$ cat src/common/queue_table_pkg.sv
package queue_table_pkg;

    // queue, table and register counts
    localparam int NB_PKT_QUEUES    = 16;
    localparam int NB_DSC_QUEUES    = 16;
    localparam int NB_TABLES        = 4;
    localparam int NB_CONTROL_REGS  = 8;
    localparam int TABLE_RD_LATENCY = 2;

    // word and index widths
    localparam int REG_WIDTH       = 32;
    localparam int BE_PER_WORD     = REG_WIDTH / 8;
    localparam int QUEUE_IDX_WIDTH = $clog2(NB_PKT_QUEUES);
    localparam int PAGE_IDX_WIDTH  = $clog2(NB_PKT_QUEUES + NB_DSC_QUEUES);
    localparam int TABLE_SEL_WIDTH = $clog2(NB_TABLES);
    localparam int CTRL_IDX_WIDTH  = $clog2(NB_CONTROL_REGS);

    // host MMIO port, queue region is bit 17 clear, page in bits 16..12
    localparam int MMIO_ADDR_WIDTH = 18;
    localparam int MMIO_DATA_WIDTH = 512;
    localparam int MMIO_BE_WIDTH   = MMIO_DATA_WIDTH / 8;
    localparam int MMIO_REGION_BIT = 17;
    localparam int MMIO_PAGE_LSB   = 12;

    // APB management port, word index in bits 9..2
    localparam int APB_ADDR_WIDTH  = 10;
    localparam int APB_WORD_LSB    = 2;
    localparam int APB_WORD_WIDTH  = APB_ADDR_WIDTH - APB_WORD_LSB;
    localparam int MGMT_TABLE_BASE = NB_CONTROL_REGS;
    localparam int MGMT_TABLE_END  =
        MGMT_TABLE_BASE + NB_TABLES * (NB_PKT_QUEUES + NB_DSC_QUEUES);

    typedef logic [REG_WIDTH-1:0]       reg_word_t;
    typedef logic [QUEUE_IDX_WIDTH-1:0] queue_idx_t;
    typedef logic [PAGE_IDX_WIDTH-1:0]  page_idx_t;
    typedef logic [TABLE_SEL_WIDTH-1:0] table_sel_t;
    typedef logic [MMIO_ADDR_WIDTH-1:0] mmio_addr_t;
    typedef logic [MMIO_DATA_WIDTH-1:0] mmio_data_t;
    typedef logic [MMIO_BE_WIDTH-1:0]   mmio_be_t;
    typedef logic [APB_ADDR_WIDTH-1:0]  apb_addr_t;

    // tails is table 0 and is never written by the host
    localparam table_sel_t TBL_TAILS = '0;

    // one command to one table memory
    typedef struct packed {
        logic       rd_en;
        logic       wr_en;
        queue_idx_t addr;
        reg_word_t  wr_data;
    } table_cmd_t;

    // management request towards the arbiter
    typedef struct packed {
        logic       valid;
        logic       write;
        table_sel_t sel;
        page_idx_t  page;
        reg_word_t  data;
    } mgmt_req_t;

    typedef reg_word_t [NB_CONTROL_REGS-1:0] ctrl_regs_t;

endpackage

$ cat src/verilog/queue_table_ram.sv
`timescale 1ns/100ps

module queue_table_ram import queue_table_pkg::*; (
    input  logic       pcie_clk,
    input  table_cmd_t cmd,
    output reg_word_t  rd_data
);

    // one word per queue of the bank
    reg_word_t  mem [2**QUEUE_IDX_WIDTH];
    queue_idx_t rd_addr_q;

    always_ff @(posedge pcie_clk) begin
        if (cmd.wr_en) begin
            mem[cmd.addr] <= cmd.wr_data;
        end
    end

    // first read stage latches the address
    always_ff @(posedge pcie_clk) begin
        if (cmd.rd_en) begin
            rd_addr_q <= cmd.addr;
        end
    end

    // second stage registers the word, so data shows two cycles after rd_en
    always_ff @(posedge pcie_clk) begin
        rd_data <= mem[rd_addr_q];
    end

endmodule

$ cat src/arbiter/table_port_arbiter.sv
`timescale 1ns/100ps

module table_port_arbiter import queue_table_pkg::*; (
    input  logic       pcie_clk,
    input  logic       pcie_reset_n,

    // host MMIO
    input  mmio_addr_t mmio_address,
    input  logic       mmio_write,
    input  logic       mmio_read,
    input  mmio_data_t mmio_writedata,
    input  mmio_be_t   mmio_byteenable,
    output mmio_data_t mmio_readdata,
    output logic       mmio_readdatavalid,

    // management side
    input  mgmt_req_t  mgmt_req,
    output logic       mgmt_grant,
    output logic       mgmt_rd_valid,
    output reg_word_t  mgmt_rd_data,

    // table memories
    output table_cmd_t pkt_cmd [NB_TABLES],
    output table_cmd_t dsc_cmd [NB_TABLES],
    input  reg_word_t  pkt_rd_data [NB_TABLES],
    input  reg_word_t  dsc_rd_data [NB_TABLES]
);

    // tag that follows a read through the memory latency
    typedef struct packed {
        logic       valid;
        logic       mmio;
        logic       dsc;
        table_sel_t sel;
    } ret_tag_t;

    page_idx_t  mmio_page;
    logic       mmio_in_region;
    logic       wr_hit;
    logic       rd_req;
    logic       rd_pend_q;
    page_idx_t  rd_page_q;
    page_idx_t  rd_page;

    logic       sel_wr;
    logic       sel_rd;
    logic       sel_mgmt;
    page_idx_t  issue_page;
    logic       issue_dsc;
    queue_idx_t issue_queue;

    table_cmd_t cmd_d [NB_TABLES];
    table_cmd_t pkt_cmd_d [NB_TABLES];
    table_cmd_t dsc_cmd_d [NB_TABLES];

    ret_tag_t   issue_tag_d;
    ret_tag_t   issue_tag_q;
    ret_tag_t   ret_q [TABLE_RD_LATENCY];
    ret_tag_t   ret_tag;
    reg_word_t  ret_word [NB_TABLES];
    mmio_data_t rd_line;

    assign mmio_page      = mmio_address[MMIO_PAGE_LSB +: PAGE_IDX_WIDTH];
    assign mmio_in_region = !mmio_address[MMIO_REGION_BIT];
    assign wr_hit         = mmio_write && mmio_in_region;

    // a new read or one that lost against a write earlier
    assign rd_req  = rd_pend_q || (mmio_read && mmio_in_region);
    assign rd_page = rd_pend_q ? rd_page_q : mmio_page;

    // priority: MMIO write, MMIO read, then management
    assign sel_wr   = wr_hit;
    assign sel_rd   = !wr_hit && rd_req;
    assign sel_mgmt = !wr_hit && !rd_req && mgmt_req.valid && !mgmt_grant;

    always_comb begin
        if (sel_wr) begin
            issue_page = mmio_page;
        end else if (sel_rd) begin
            issue_page = rd_page;
        end else begin
            issue_page = mgmt_req.page;
        end
    end

    // upper half of the pages are descriptor queues
    assign issue_dsc   = issue_page >= page_idx_t'(NB_PKT_QUEUES);
    assign issue_queue = issue_page[QUEUE_IDX_WIDTH-1:0];

    always_comb begin
        for (int t = 0; t < NB_TABLES; t++) begin
            cmd_d[t].addr    = issue_queue;
            cmd_d[t].wr_data = sel_wr ? mmio_writedata[t*REG_WIDTH +: REG_WIDTH]
                                      : mgmt_req.data;
            // host reads always fetch the whole queue entry
            cmd_d[t].rd_en   = sel_rd ||
                (sel_mgmt && !mgmt_req.write && mgmt_req.sel == table_sel_t'(t));
            // only fully enabled dwords, tails excluded
            cmd_d[t].wr_en   =
                (sel_wr && table_sel_t'(t) != TBL_TAILS &&
                 (&mmio_byteenable[t*BE_PER_WORD +: BE_PER_WORD])) ||
                (sel_mgmt && mgmt_req.write && mgmt_req.sel == table_sel_t'(t));

            pkt_cmd_d[t]       = cmd_d[t];
            pkt_cmd_d[t].rd_en = cmd_d[t].rd_en && !issue_dsc;
            pkt_cmd_d[t].wr_en = cmd_d[t].wr_en && !issue_dsc;
            dsc_cmd_d[t]       = cmd_d[t];
            dsc_cmd_d[t].rd_en = cmd_d[t].rd_en && issue_dsc;
            dsc_cmd_d[t].wr_en = cmd_d[t].wr_en && issue_dsc;
        end
    end

    always_comb begin
        issue_tag_d.valid = sel_rd || (sel_mgmt && !mgmt_req.write);
        issue_tag_d.mmio  = sel_rd;
        issue_tag_d.dsc   = issue_dsc;
        issue_tag_d.sel   = mgmt_req.sel;
    end

    // commands and grant are registered, the memory sees them one cycle later
    always_ff @(posedge pcie_clk) begin
        for (int t = 0; t < NB_TABLES; t++) begin
            pkt_cmd[t] <= pkt_cmd_d[t];
            dsc_cmd[t] <= dsc_cmd_d[t];
        end
        rd_page_q <= rd_page;
        if (!pcie_reset_n) begin
            for (int t = 0; t < NB_TABLES; t++) begin
                pkt_cmd[t].rd_en <= 1'b0;
                pkt_cmd[t].wr_en <= 1'b0;
                dsc_cmd[t].rd_en <= 1'b0;
                dsc_cmd[t].wr_en <= 1'b0;
            end
            mgmt_grant <= 1'b0;
            rd_pend_q  <= 1'b0;
        end else begin
            mgmt_grant <= sel_mgmt;
            // a read blocked by a write stays pending
            rd_pend_q  <= rd_req && wr_hit;
        end
    end

    // return pipeline, last stage lines up with the memory output
    always_ff @(posedge pcie_clk) begin
        if (!pcie_reset_n) begin
            issue_tag_q <= '0;
            for (int i = 0; i < TABLE_RD_LATENCY; i++) begin
                ret_q[i] <= '0;
            end
        end else begin
            issue_tag_q <= issue_tag_d;
            ret_q[0]    <= issue_tag_q;
            for (int i = 1; i < TABLE_RD_LATENCY; i++) begin
                ret_q[i] <= ret_q[i-1];
            end
        end
    end

    assign ret_tag = ret_q[TABLE_RD_LATENCY-1];

    always_comb begin
        rd_line = '0;
        for (int t = 0; t < NB_TABLES; t++) begin
            ret_word[t] = ret_tag.dsc ? dsc_rd_data[t] : pkt_rd_data[t];
            rd_line[t*REG_WIDTH +: REG_WIDTH] = ret_word[t];
        end
    end

    // management reads take the word straight from the memory
    assign mgmt_rd_valid = ret_tag.valid && !ret_tag.mmio;
    assign mgmt_rd_data  = ret_word[ret_tag.sel];

    always_ff @(posedge pcie_clk) begin
        if (ret_tag.valid && ret_tag.mmio) begin
            mmio_readdata <= rd_line;
        end
        if (!pcie_reset_n) begin
            mmio_readdatavalid <= 1'b0;
        end else begin
            mmio_readdatavalid <= ret_tag.valid && ret_tag.mmio;
        end
    end

endmodule

$ cat src/arbiter/mgmt_apb_regs.sv
`timescale 1ns/100ps

module mgmt_apb_regs import queue_table_pkg::*; (
    input  logic       pcie_clk,
    input  logic       pcie_reset_n,

    // APB3 slave
    input  logic       psel,
    input  logic       penable,
    input  logic       pwrite,
    input  apb_addr_t  paddr,
    input  reg_word_t  pwdata,
    output reg_word_t  prdata,
    output logic       pready,
    output logic       pslverr,

    // table access through the arbiter
    output mgmt_req_t  mgmt_req,
    input  logic       mgmt_grant,
    input  logic       mgmt_rd_valid,
    input  reg_word_t  mgmt_rd_data,

    output ctrl_regs_t control_regs
);

    typedef enum logic [1:0] {
        IDLE,
        REQ,
        WAIT_DATA,
        DONE
    } apb_state_t;

    apb_state_t                state;
    logic                      setup;
    logic [APB_WORD_WIDTH-1:0] word_idx;
    logic [APB_WORD_WIDTH-1:0] table_off;
    logic                      is_ctrl;
    logic                      is_table;
    table_sel_t                req_sel;
    page_idx_t                 req_page;

    assign setup    = psel && !penable;
    assign word_idx = paddr[APB_ADDR_WIDTH-1:APB_WORD_LSB];
    assign is_ctrl  = word_idx < APB_WORD_WIDTH'(NB_CONTROL_REGS);
    assign is_table = !is_ctrl && word_idx < APB_WORD_WIDTH'(MGMT_TABLE_END);

    // table words are laid out page by page, four tables each
    assign table_off = word_idx - APB_WORD_WIDTH'(MGMT_TABLE_BASE);
    assign req_sel   = table_off[TABLE_SEL_WIDTH-1:0];
    assign req_page  = table_off[TABLE_SEL_WIDTH +: PAGE_IDX_WIDTH];

    always_ff @(posedge pcie_clk) begin
        if (!pcie_reset_n) begin
            state          <= IDLE;
            pready         <= 1'b0;
            pslverr        <= 1'b0;
            mgmt_req.valid <= 1'b0;
            control_regs   <= '0;
        end else begin
            pready  <= 1'b0;
            pslverr <= 1'b0;
            case (state)
                IDLE: begin
                    if (setup) begin
                        if (is_ctrl) begin
                            // control registers answer right away
                            if (pwrite) begin
                                control_regs[word_idx[CTRL_IDX_WIDTH-1:0]] <= pwdata;
                            end else begin
                                prdata <= control_regs[word_idx[CTRL_IDX_WIDTH-1:0]];
                            end
                            pready <= 1'b1;
                            state  <= DONE;
                        end else if (is_table) begin
                            mgmt_req.valid <= 1'b1;
                            mgmt_req.write <= pwrite;
                            mgmt_req.sel   <= req_sel;
                            mgmt_req.page  <= req_page;
                            mgmt_req.data  <= pwdata;
                            state          <= REQ;
                        end else begin
                            // unmapped word
                            prdata  <= '0;
                            pready  <= 1'b1;
                            pslverr <= 1'b1;
                            state   <= DONE;
                        end
                    end
                end
                REQ: begin
                    // request stays up until the arbiter takes it
                    if (mgmt_grant) begin
                        mgmt_req.valid <= 1'b0;
                        if (mgmt_req.write) begin
                            pready <= 1'b1;
                            state  <= DONE;
                        end else begin
                            state <= WAIT_DATA;
                        end
                    end
                end
                WAIT_DATA: begin
                    if (mgmt_rd_valid) begin
                        prdata <= mgmt_rd_data;
                        pready <= 1'b1;
                        state  <= DONE;
                    end
                end
                DONE: begin
                    // access phase completes in this cycle
                    state <= IDLE;
                end
                default: begin
                    state <= IDLE;
                end
            endcase
        end
    end

endmodule

$ cat src/verilog/queue_table_top.sv
`timescale 1ns/100ps

module queue_table_top import queue_table_pkg::*; (
    input  logic       pcie_clk,
    input  logic       pcie_reset_n,

    // host MMIO
    input  mmio_addr_t mmio_address,
    input  logic       mmio_write,
    input  logic       mmio_read,
    input  mmio_data_t mmio_writedata,
    input  mmio_be_t   mmio_byteenable,
    output mmio_data_t mmio_readdata,
    output logic       mmio_readdatavalid,

    // APB management
    input  logic       psel,
    input  logic       penable,
    input  logic       pwrite,
    input  apb_addr_t  paddr,
    input  reg_word_t  pwdata,
    output reg_word_t  prdata,
    output logic       pready,
    output logic       pslverr,

    output ctrl_regs_t control_regs
);

    mgmt_req_t  mgmt_req;
    logic       mgmt_grant;
    logic       mgmt_rd_valid;
    reg_word_t  mgmt_rd_data;

    table_cmd_t pkt_cmd [NB_TABLES];
    table_cmd_t dsc_cmd [NB_TABLES];
    reg_word_t  pkt_rd_data [NB_TABLES];
    reg_word_t  dsc_rd_data [NB_TABLES];

    table_port_arbiter u_arbiter (
        .pcie_clk           (pcie_clk),
        .pcie_reset_n       (pcie_reset_n),
        .mmio_address       (mmio_address),
        .mmio_write         (mmio_write),
        .mmio_read          (mmio_read),
        .mmio_writedata     (mmio_writedata),
        .mmio_byteenable    (mmio_byteenable),
        .mmio_readdata      (mmio_readdata),
        .mmio_readdatavalid (mmio_readdatavalid),
        .mgmt_req           (mgmt_req),
        .mgmt_grant         (mgmt_grant),
        .mgmt_rd_valid      (mgmt_rd_valid),
        .mgmt_rd_data       (mgmt_rd_data),
        .pkt_cmd            (pkt_cmd),
        .dsc_cmd            (dsc_cmd),
        .pkt_rd_data        (pkt_rd_data),
        .dsc_rd_data        (dsc_rd_data)
    );

    mgmt_apb_regs u_mgmt (
        .pcie_clk      (pcie_clk),
        .pcie_reset_n  (pcie_reset_n),
        .psel          (psel),
        .penable       (penable),
        .pwrite        (pwrite),
        .paddr         (paddr),
        .pwdata        (pwdata),
        .prdata        (prdata),
        .pready        (pready),
        .pslverr       (pslverr),
        .mgmt_req      (mgmt_req),
        .mgmt_grant    (mgmt_grant),
        .mgmt_rd_valid (mgmt_rd_valid),
        .mgmt_rd_data  (mgmt_rd_data),
        .control_regs  (control_regs)
    );

    // tails, heads, low and high address for each bank
    for (genvar t = 0; t < NB_TABLES; t++) begin : g_table
        queue_table_ram u_pkt_ram (
            .pcie_clk (pcie_clk),
            .cmd      (pkt_cmd[t]),
            .rd_data  (pkt_rd_data[t])
        );

        queue_table_ram u_dsc_ram (
            .pcie_clk (pcie_clk),
            .cmd      (dsc_cmd[t]),
            .rd_data  (dsc_rd_data[t])
        );
    end

endmodule

$ cat config.mk
export PLATFORM = sky130hd
export DESIGN_NAME = queue_table_top
export DESIGN_NICKNAME = d
export VERILOG_FILES = /design/src/common/queue_table_pkg.sv /design/src/verilog/queue_table_ram.sv /design/src/arbiter/table_port_arbiter.sv /design/src/arbiter/mgmt_apb_regs.sv /design/src/verilog/queue_table_top.sv
export SDC_FILE = /design/constraint.sdc
export NUM_CORES = 2
export LEC_CHECK = 0
export CAP_MARGIN = 20
export CELL_PAD_IN_SITES_DETAIL_PLACEMENT = 1
export CELL_PAD_IN_SITES_GLOBAL_PLACEMENT = 2
export CORE_ASPECT_RATIO = 1.4
export CORE_MARGIN = 5
export CORE_UTILIZATION = 53
export CTS_BUF_LIST = sky130_fd_sc_hd__clkbuf_8 sky130_fd_sc_hd__clkbuf_16
export DETAILED_ROUTE_END_ITERATION = 8
export DONT_BUFFER_PORTS = 1
export HOLD_SLACK_MARGIN = 0.12
export PLACE_DENSITY_LB_ADDON = 0.1
export SYNTH_ARGS = -nofsm -noshare
export SYNTH_HDL_FRONTEND = slang
export SYNTH_HIERARCHICAL = 1
export SYNTH_MEMORY_MAX_BITS = 65536
export SYNTH_SLANG_ARGS = --single-unit
$ cat constraint.sdc
create_clock -name pcie_clk -period 19.4 [get_ports pcie_clk]
set_input_delay 1.94 -clock pcie_clk [delete_from_list [all_inputs] [get_ports pcie_clk]]
set_output_delay 1.94 -clock pcie_clk [all_outputs]
set_load 0.01 [all_outputs]
Word level (Yosys, flattened, before mapping)
Memories as Yosys holds them, arrays and structs flattened. A register that Yosys moved wholly into a read port is not among the register bits.
Index checks and enable logic that the tools add are counted.
{"block": "totals", "ram_bits": 4106, "ff_bits": 654, "wordCells": 227, "out_inout_bits": 803, "memories": 9}
{"memory": "g_table[0].u_dsc_ram.mem", "words": 16, "word_bits": 32, "read_ports": 1, "rd_ports_with_merged_regs": 1, "write_ports": 1, "line_no": "queue_table_ram.sv:10", "text": "reg_word_t mem [2**QUEUE_IDX_WIDTH];"}
{"memory": "g_table[0].u_pkt_ram.mem", "words": 16, "word_bits": 32, "read_ports": 1, "rd_ports_with_merged_regs": 1, "write_ports": 1, "line_no": "queue_table_ram.sv:10"}
{"memory": "g_table[1].u_dsc_ram.mem", "words": 16, "word_bits": 32, "read_ports": 1, "rd_ports_with_merged_regs": 1, "write_ports": 1, "line_no": "queue_table_ram.sv:10"}
{"memory": "g_table[1].u_pkt_ram.mem", "words": 16, "word_bits": 32, "read_ports": 1, "rd_ports_with_merged_regs": 1, "write_ports": 1, "line_no": "queue_table_ram.sv:10"}
{"memory": "g_table[2].u_dsc_ram.mem", "words": 16, "word_bits": 32, "read_ports": 1, "rd_ports_with_merged_regs": 1, "write_ports": 1, "line_no": "queue_table_ram.sv:10"}
{"memory": "g_table[2].u_pkt_ram.mem", "words": 16, "word_bits": 32, "read_ports": 1, "rd_ports_with_merged_regs": 1, "write_ports": 1, "line_no": "queue_table_ram.sv:10"}
{"memory": "+3 memories"}
{"block": "classes", "mux": 64, "reduce_logical": 72, "eq_ne": 13, "bitwise_logic": 7, "addsub": 1, "n_lt_le_gt_ge": 6}
{"operator": "32-bit 2-to-1 mux", "n": 17}
{"operator": "256-bit bitwise mux", "n": 1}
{"operator": "41-bit 2-to-1 mux", "n": 3}
{"operator": "32-bit binary-select mux with 3-bit select", "n": 1}
{"operator": "32-bit demux with 3-bit select", "n": 1}
{"operator": "32-bit binary-select mux with 2-bit select", "n": 1}
{"operator": "32-bit one-hot mux with 2 select lines", "n": 1}
{"operator": "1-bit logical AND", "n": 41}
{"operator": "1-bit 2-to-1 mux", "n": 26}
{"operator": "5-bit 2-to-1 mux", "n": 5}
{"operator": "4-bit AND reduction", "n": 4}
{"operator": "2-bit 2-to-1 mux", "n": 5}
{"operator": "5-bit AND reduction", "n": 2}
{"operator": "1-bit logical NOT", "n": 9}
{"operator": "1-bit logical OR", "n": 9}
{"operator": "2-bit equality test (second input constant)", "n": 4}
{"operator": "8-bit by 4-bit less-than comparator with 1-bit output (second input constant)", "n": 1}
{"operator": "8-bit less-than comparator (second input constant)", "n": 1}
{"operator": "2-bit one-hot mux with 4 select lines", "n": 1}
{"operator": "7-bit by 4-bit subtractor with 7-bit output (second input constant)", "n": 1}
{"operator": "2-bit inequality test (second input constant)", "n": 3}
{"operator": "6-bit AND reduction", "n": 1}
{"operator": "5-bit >= comparator (second input constant)", "n": 1}
{"operator": "2-bit by 1-bit equality test with 1-bit output (second input constant)", "n": 2}
{"operator": "other kinds (15)", "n": 22}

Logic depth before layout (Yosys ltp)
{"block": "logic_depth", "depth_word": 11, "ltp_mapped": 9}

Modules after synthesis
The synthesis kept the hierarchy.
{"module": "queue_table_ram at g_table[1].u_pkt_ram ...", "area_per_inst_um2": 19974.2, "n_inst": 5, "cells_per_inst": 842}
{"module": "queue_table_ram at g_table[0].u_dsc_ram ...", "area_per_inst_um2": 19955.4, "n_inst": 3, "cells_per_inst": 842}
{"module": "table_port_arbiter", "area_per_inst_um2": 15459.8, "n_inst": 1, "cells_per_inst": 1418}
{"module": "mgmt_apb_regs", "area_per_inst_um2": 14234.9, "n_inst": 1, "cells_per_inst": 1274}

Least setup slack after synthesis
No wires, ideal clock.
{"block": "synth_path", "kind": "input -> register", "start": "input port paddr[5]", "end": "register u_mgmt.prdata[0], enable pin", "setup_ns": 0.594, "setup_slack_ns": 11.115, "arrival_ns": 7.691, "required_time_ns": 18.806, "path_stages": 4, "path_cell_list": "nor4_4 > xor2_2 > a31oi_1 > a2111oi_0"}
{"block": "synth_between", "elab_chain_len": 5, "elab_cells_between_ends": 7, "classes_between": "order compare (2); eq/ne (2); reduce/logical (3)"}
{"item": "start: declaration", "line_no": "queue_table_top.sv:20", "text": "input apb_addr_t paddr,"}
{"item": "8-bit by 4-bit less-than comparator with 1-bit output", "line_no": "mgmt_apb_regs.sv:44", "text": "assign is_ctrl = word_idx < APB_WORD_WIDTH'(NB_CONTROL_REGS);"}
{"item": "1-bit logical NOT", "line_no": "mgmt_apb_regs.sv:45", "text": "assign is_table = !is_ctrl && word_idx < APB_WORD_WIDTH'(MGMT_TABLE_END);"}
{"item": "1-bit logical AND", "line_no": "mgmt_apb_regs.sv:45"}
{"item": "3-bit by 2-bit inequality test with 1-bit output (no source line)"}
{"item": "6-bit AND reduction (no source line) (*)"}
{"item": "end signal: assignment", "line_no": "mgmt_apb_regs.sv:70", "text": "prdata <= control_regs[word_idx[CTRL_IDX_WIDTH-1:0]];"}
{"item": "end signal: assignment", "line_no": "mgmt_apb_regs.sv:104", "text": "prdata <= mgmt_rd_data;"}
{"item": "end: declaration", "line_no": "mgmt_apb_regs.sv:13", "text": "output reg_word_t prdata,"}
Every way passes the cells marked *; elsewhere a longest branch is shown, timed or not.
A chain may end at the register's enable or synchronous reset.

==> results.sh <==
export IMPL_path_clk_slew_ps=60
export IMPL_dp_hpwl_mm=363
export IMPL_fmax_mhz=248
export IMPL_clockRootBuffer="clkbuf_16"
export IMPL_viasPerCell=6.44
export IMPL_ir_worst_vdd_v=0.000106
export IMPL_cts_tree="done"
export IMPL_antenna_found_initial=107
export IMPL_crit_fanout=72
export IMPL_syn_area_um2=189000
export IMPL_grt_start_max_net_pins=134
export IMPL_crit_path_end_kind="register"
export IMPL_cpPeakStageDelay_ps=940
export IMPL_status="finished clean"
export IMPL_netSwitchingPower_uw=4690
export IMPL_hp_class="reg -> reg"
export IMPL_stdcell_area_um2=210000
export IMPL_fin_worst_skew_ps=65.7
export IMPL_synth_edf_count=4328
export IMPL_portBuffers=0
export IMPL_post_synth_top_count_cell="edfxtp_1"
export IMPL_synth_seq_cells=5016
export IMPL_drc_errors=0
export IMPL_drt_wirelength_per_cell_um=40.3
export IMPL_die_height_um=717
export IMPL_routed_wl_mm=595
export IMPL_rsz0062_at_grt="false"
export IMPL_areaGrowthSynthToFinish_pct=10.7
export IMPL_synth_common_cells="4328 x edfxtp_1, 1079 x mux4_2, 688 x dfxtp_1, 654 x buf_4, 570 x nand2_1"
export IMPL_drive_above_1_share_pct=24.6
export IMPL_finalHoldWorstSlack_ps=434
export IMPL_first_pass_iters=5
export IMPL_core_um2=356000
export IMPL_pwr_share_comb_pct=3.1
export IMPL_hold_viol=0
export IMPL_vias=94966
export IMPL_fin_nets=10156
export IMPL_avgSynthCellArea_um2=20.1
export IMPL_die_width_um=515
export IMPL_dieArea_um2=370000
export IMPL_path_cells="buf_12, mux2_2, mux4_2, a22o_1"
export IMPL_synth_warnings=6
export IMPL_cp_buffers_inverters=1
export IMPL_insertion_delay_ps=980
export IMPL_first_iter_violations=11100
export IMPL_path_delay_family="multiplexers"
export IMPL_yosysTopAreaCell="edfxtp_1"
export IMPL_ys_types=69
export IMPL_boundaryPins=1446
export IMPL_grt_pass1_wl_mm=805
export IMPL_ys_seq_area_share_pct=75.9
export IMPL_seqPwrFrac_pct=54.7
export IMPL_drv_slew=0
export IMPL_initial_core_util_pct=53.2
export IMPL_cts_resized=0
export IMPL_synthCells=9428
export IMPL_grt_overflow_total=0
export IMPL_powerDensity_nw_per_um2=105
export IMPL_antenna_left=0
export IMPL_clkSinkCount=5016
export IMPL_clk_path_buf_depth=4
export IMPL_period_share_pct=20.8
export IMPL_crit_arrival_ps=4590
export IMPL_maxCapViolations=0
export IMPL_switching_share_pct=21.3
export IMPL_layout_setup_ws_ps=15370
export IMPL_rows=259
export IMPL_dpl_cell_area_um2=193000
export IMPL_p_clk_share_pct=42.2
export IMPL_tns_ps=0
export IMPL_h_tree_depth=5
export IMPL_ctsHoldBuffers=0
export IMPL_synth_top_area_share_pct=68.6
export IMPL_synth_ff_type="edfxtp_1"
export IMPL_worst_pin_slew_ps=1260
export IMPL_layout_min_cycle_time_ps=4030
export IMPL_gp_congestion=0.862
export IMPL_path_class="reg -> reg"
export IMPL_ys_async_sr_fraction_pct=0
export IMPL_grt_usage_pct=31.8
export IMPL_start_kind="register"
export IMPL_cts_inserted_buffers=466
export IMPL_synth_area_leaders="edfxtp_1 69%, mux4_2 13%, dfxtp_1 7.3%"
export IMPL_cp_slowest_cell="dfxtp_4"
export IMPL_p_leak_uw=0.0701
export IMPL_crit_required_ps=19960
export IMPL_final_util_pct=58.9
export IMPL_grt_pass1_vias=96383
export IMPL_relSlewSlack_pct=15.7
export IMPL_dp_slack_ps=15020
export IMPL_p_int_uw=17300
export IMPL_cts_setup_buffers=0
export IMPL_setup_viol=0
[per-layer routing]
metal  GRT usage (%)  part of all wire, %  vias to the layer above
met4            18.2                  6.0                       62
li1                -                    -                    37301
met3            8.02                  9.4                     1114
met2            53.3                   51                     5015
met1            37.8                   34                    51474
met5               0                 0.15                        -
[power groups by stage]
stage          clock [uW]  combinational, uW  sequential, uW
2_1_floorplan           0                485           12100
3_3_place_gp            0                635           12200
3_5_place_dp            0                643           12300
4_1_cts              9420                646           12000
5_1_grt              9910                694           12000
6_report             9280                680           12000
[final timing paths]
path,depth (start not counted),start,end,slack [ps]
max,4,u_arbiter/ret_q[0][7],u_mgmt/prdata[2],15370
min,1,u_arbiter/issue_tag_q[2],u_arbiter/ret_q[0][2],430
max reg2reg,4,u_arbiter/ret_q[0][7],u_mgmt/prdata[2],15370
min reg2reg,1,u_arbiter/issue_tag_q[2],u_arbiter/ret_q[0][2],430
[through the flow]
step           total power, uW  std cells
2_1_floorplan            12600       9811
3_3_place_gp             12900      13721
3_5_place_dp             12900      13724
4_1_cts                  22100      14600
5_1_grt                  22600      14676
6_report                 22000      14753
[logic make-up (layout without fill, tap and decap cells)]
group,after synthesis,count (layout),synth area share (%)
other,1,524,0.00198
adder cells (fa/ha/maj),6,6,0.0396
XOR/XNOR,3,3,0.0178
AND/OR/NAND/NOR,1157,1157,2.59
buffers and inverters,1070,1174,3.60
flip-flops,5016,5016,75.9
multiplexers,1513,1513,15.3
AO/OA/AOI/OAI,662,662,2.60
[sequential cells by signal, indices dropped and copies added, names as in the netlist, 2 cells and up]
signal / count
g_table.u_pkt_ram/rd_addr_q: 16
u_arbiter/issue_tag_q: 5
g_table.u_dsc_ram/mem: 2048
u_arbiter/pkt_cmd: 8
g_table.u_dsc_ram/rd_data: 128
u_mgmt/mgmt_req: 41
g_table.u_pkt_ram/mem: 2048
u_arbiter/mmio_readdata: 128
u_mgmt/prdata: 32
g_table.u_pkt_ram/rd_data: 128
u_arbiter/rd_page_q: 5
u_mgmt/control_regs: 256
u_arbiter/dsc_cmd: 140
u_arbiter/ret_q: 10
u_mgmt/state: 2
g_table.u_dsc_ram/rd_addr_q: 16
[cells in the final DEF, fill, tap and decap left out, drive strengths merged, types with 167 or more instances in the layout]
| master | synthesis | layout |
|---|---|---|
| a22oi | 512 | 512 |
| buf | 850 | 280 |
| clkbuf | 202 | 531 |
| clkinv | 1 | 167 |
| conb | 1 | 384 |
| dfxtp | 688 | 688 |
| edfxtp | 4328 | 4328 |
| mux2i | 276 | 276 |
| mux4 | 1079 | 1079 |
| nand2 | 570 | 570 |
| nor2 | 393 | 393 |
[layout make-up]
| class | count | area (um^2) |
|---|---|---|
| antenna | 140 | 350 |
| clock buffer | 531 | 12700 |
| clock inverter | 345 | 2870 |
| fill | 29672 | 146000 |
| inverter | 18 | 75.1 |
| multi-input combinational | 3725 | 41500 |
| sequential | 5016 | 144000 |
| tap | 4698 | 5880 |
| timing repair buffer | 280 | 2530 |
Note: power is estimated with default switching activity, not from simulation.
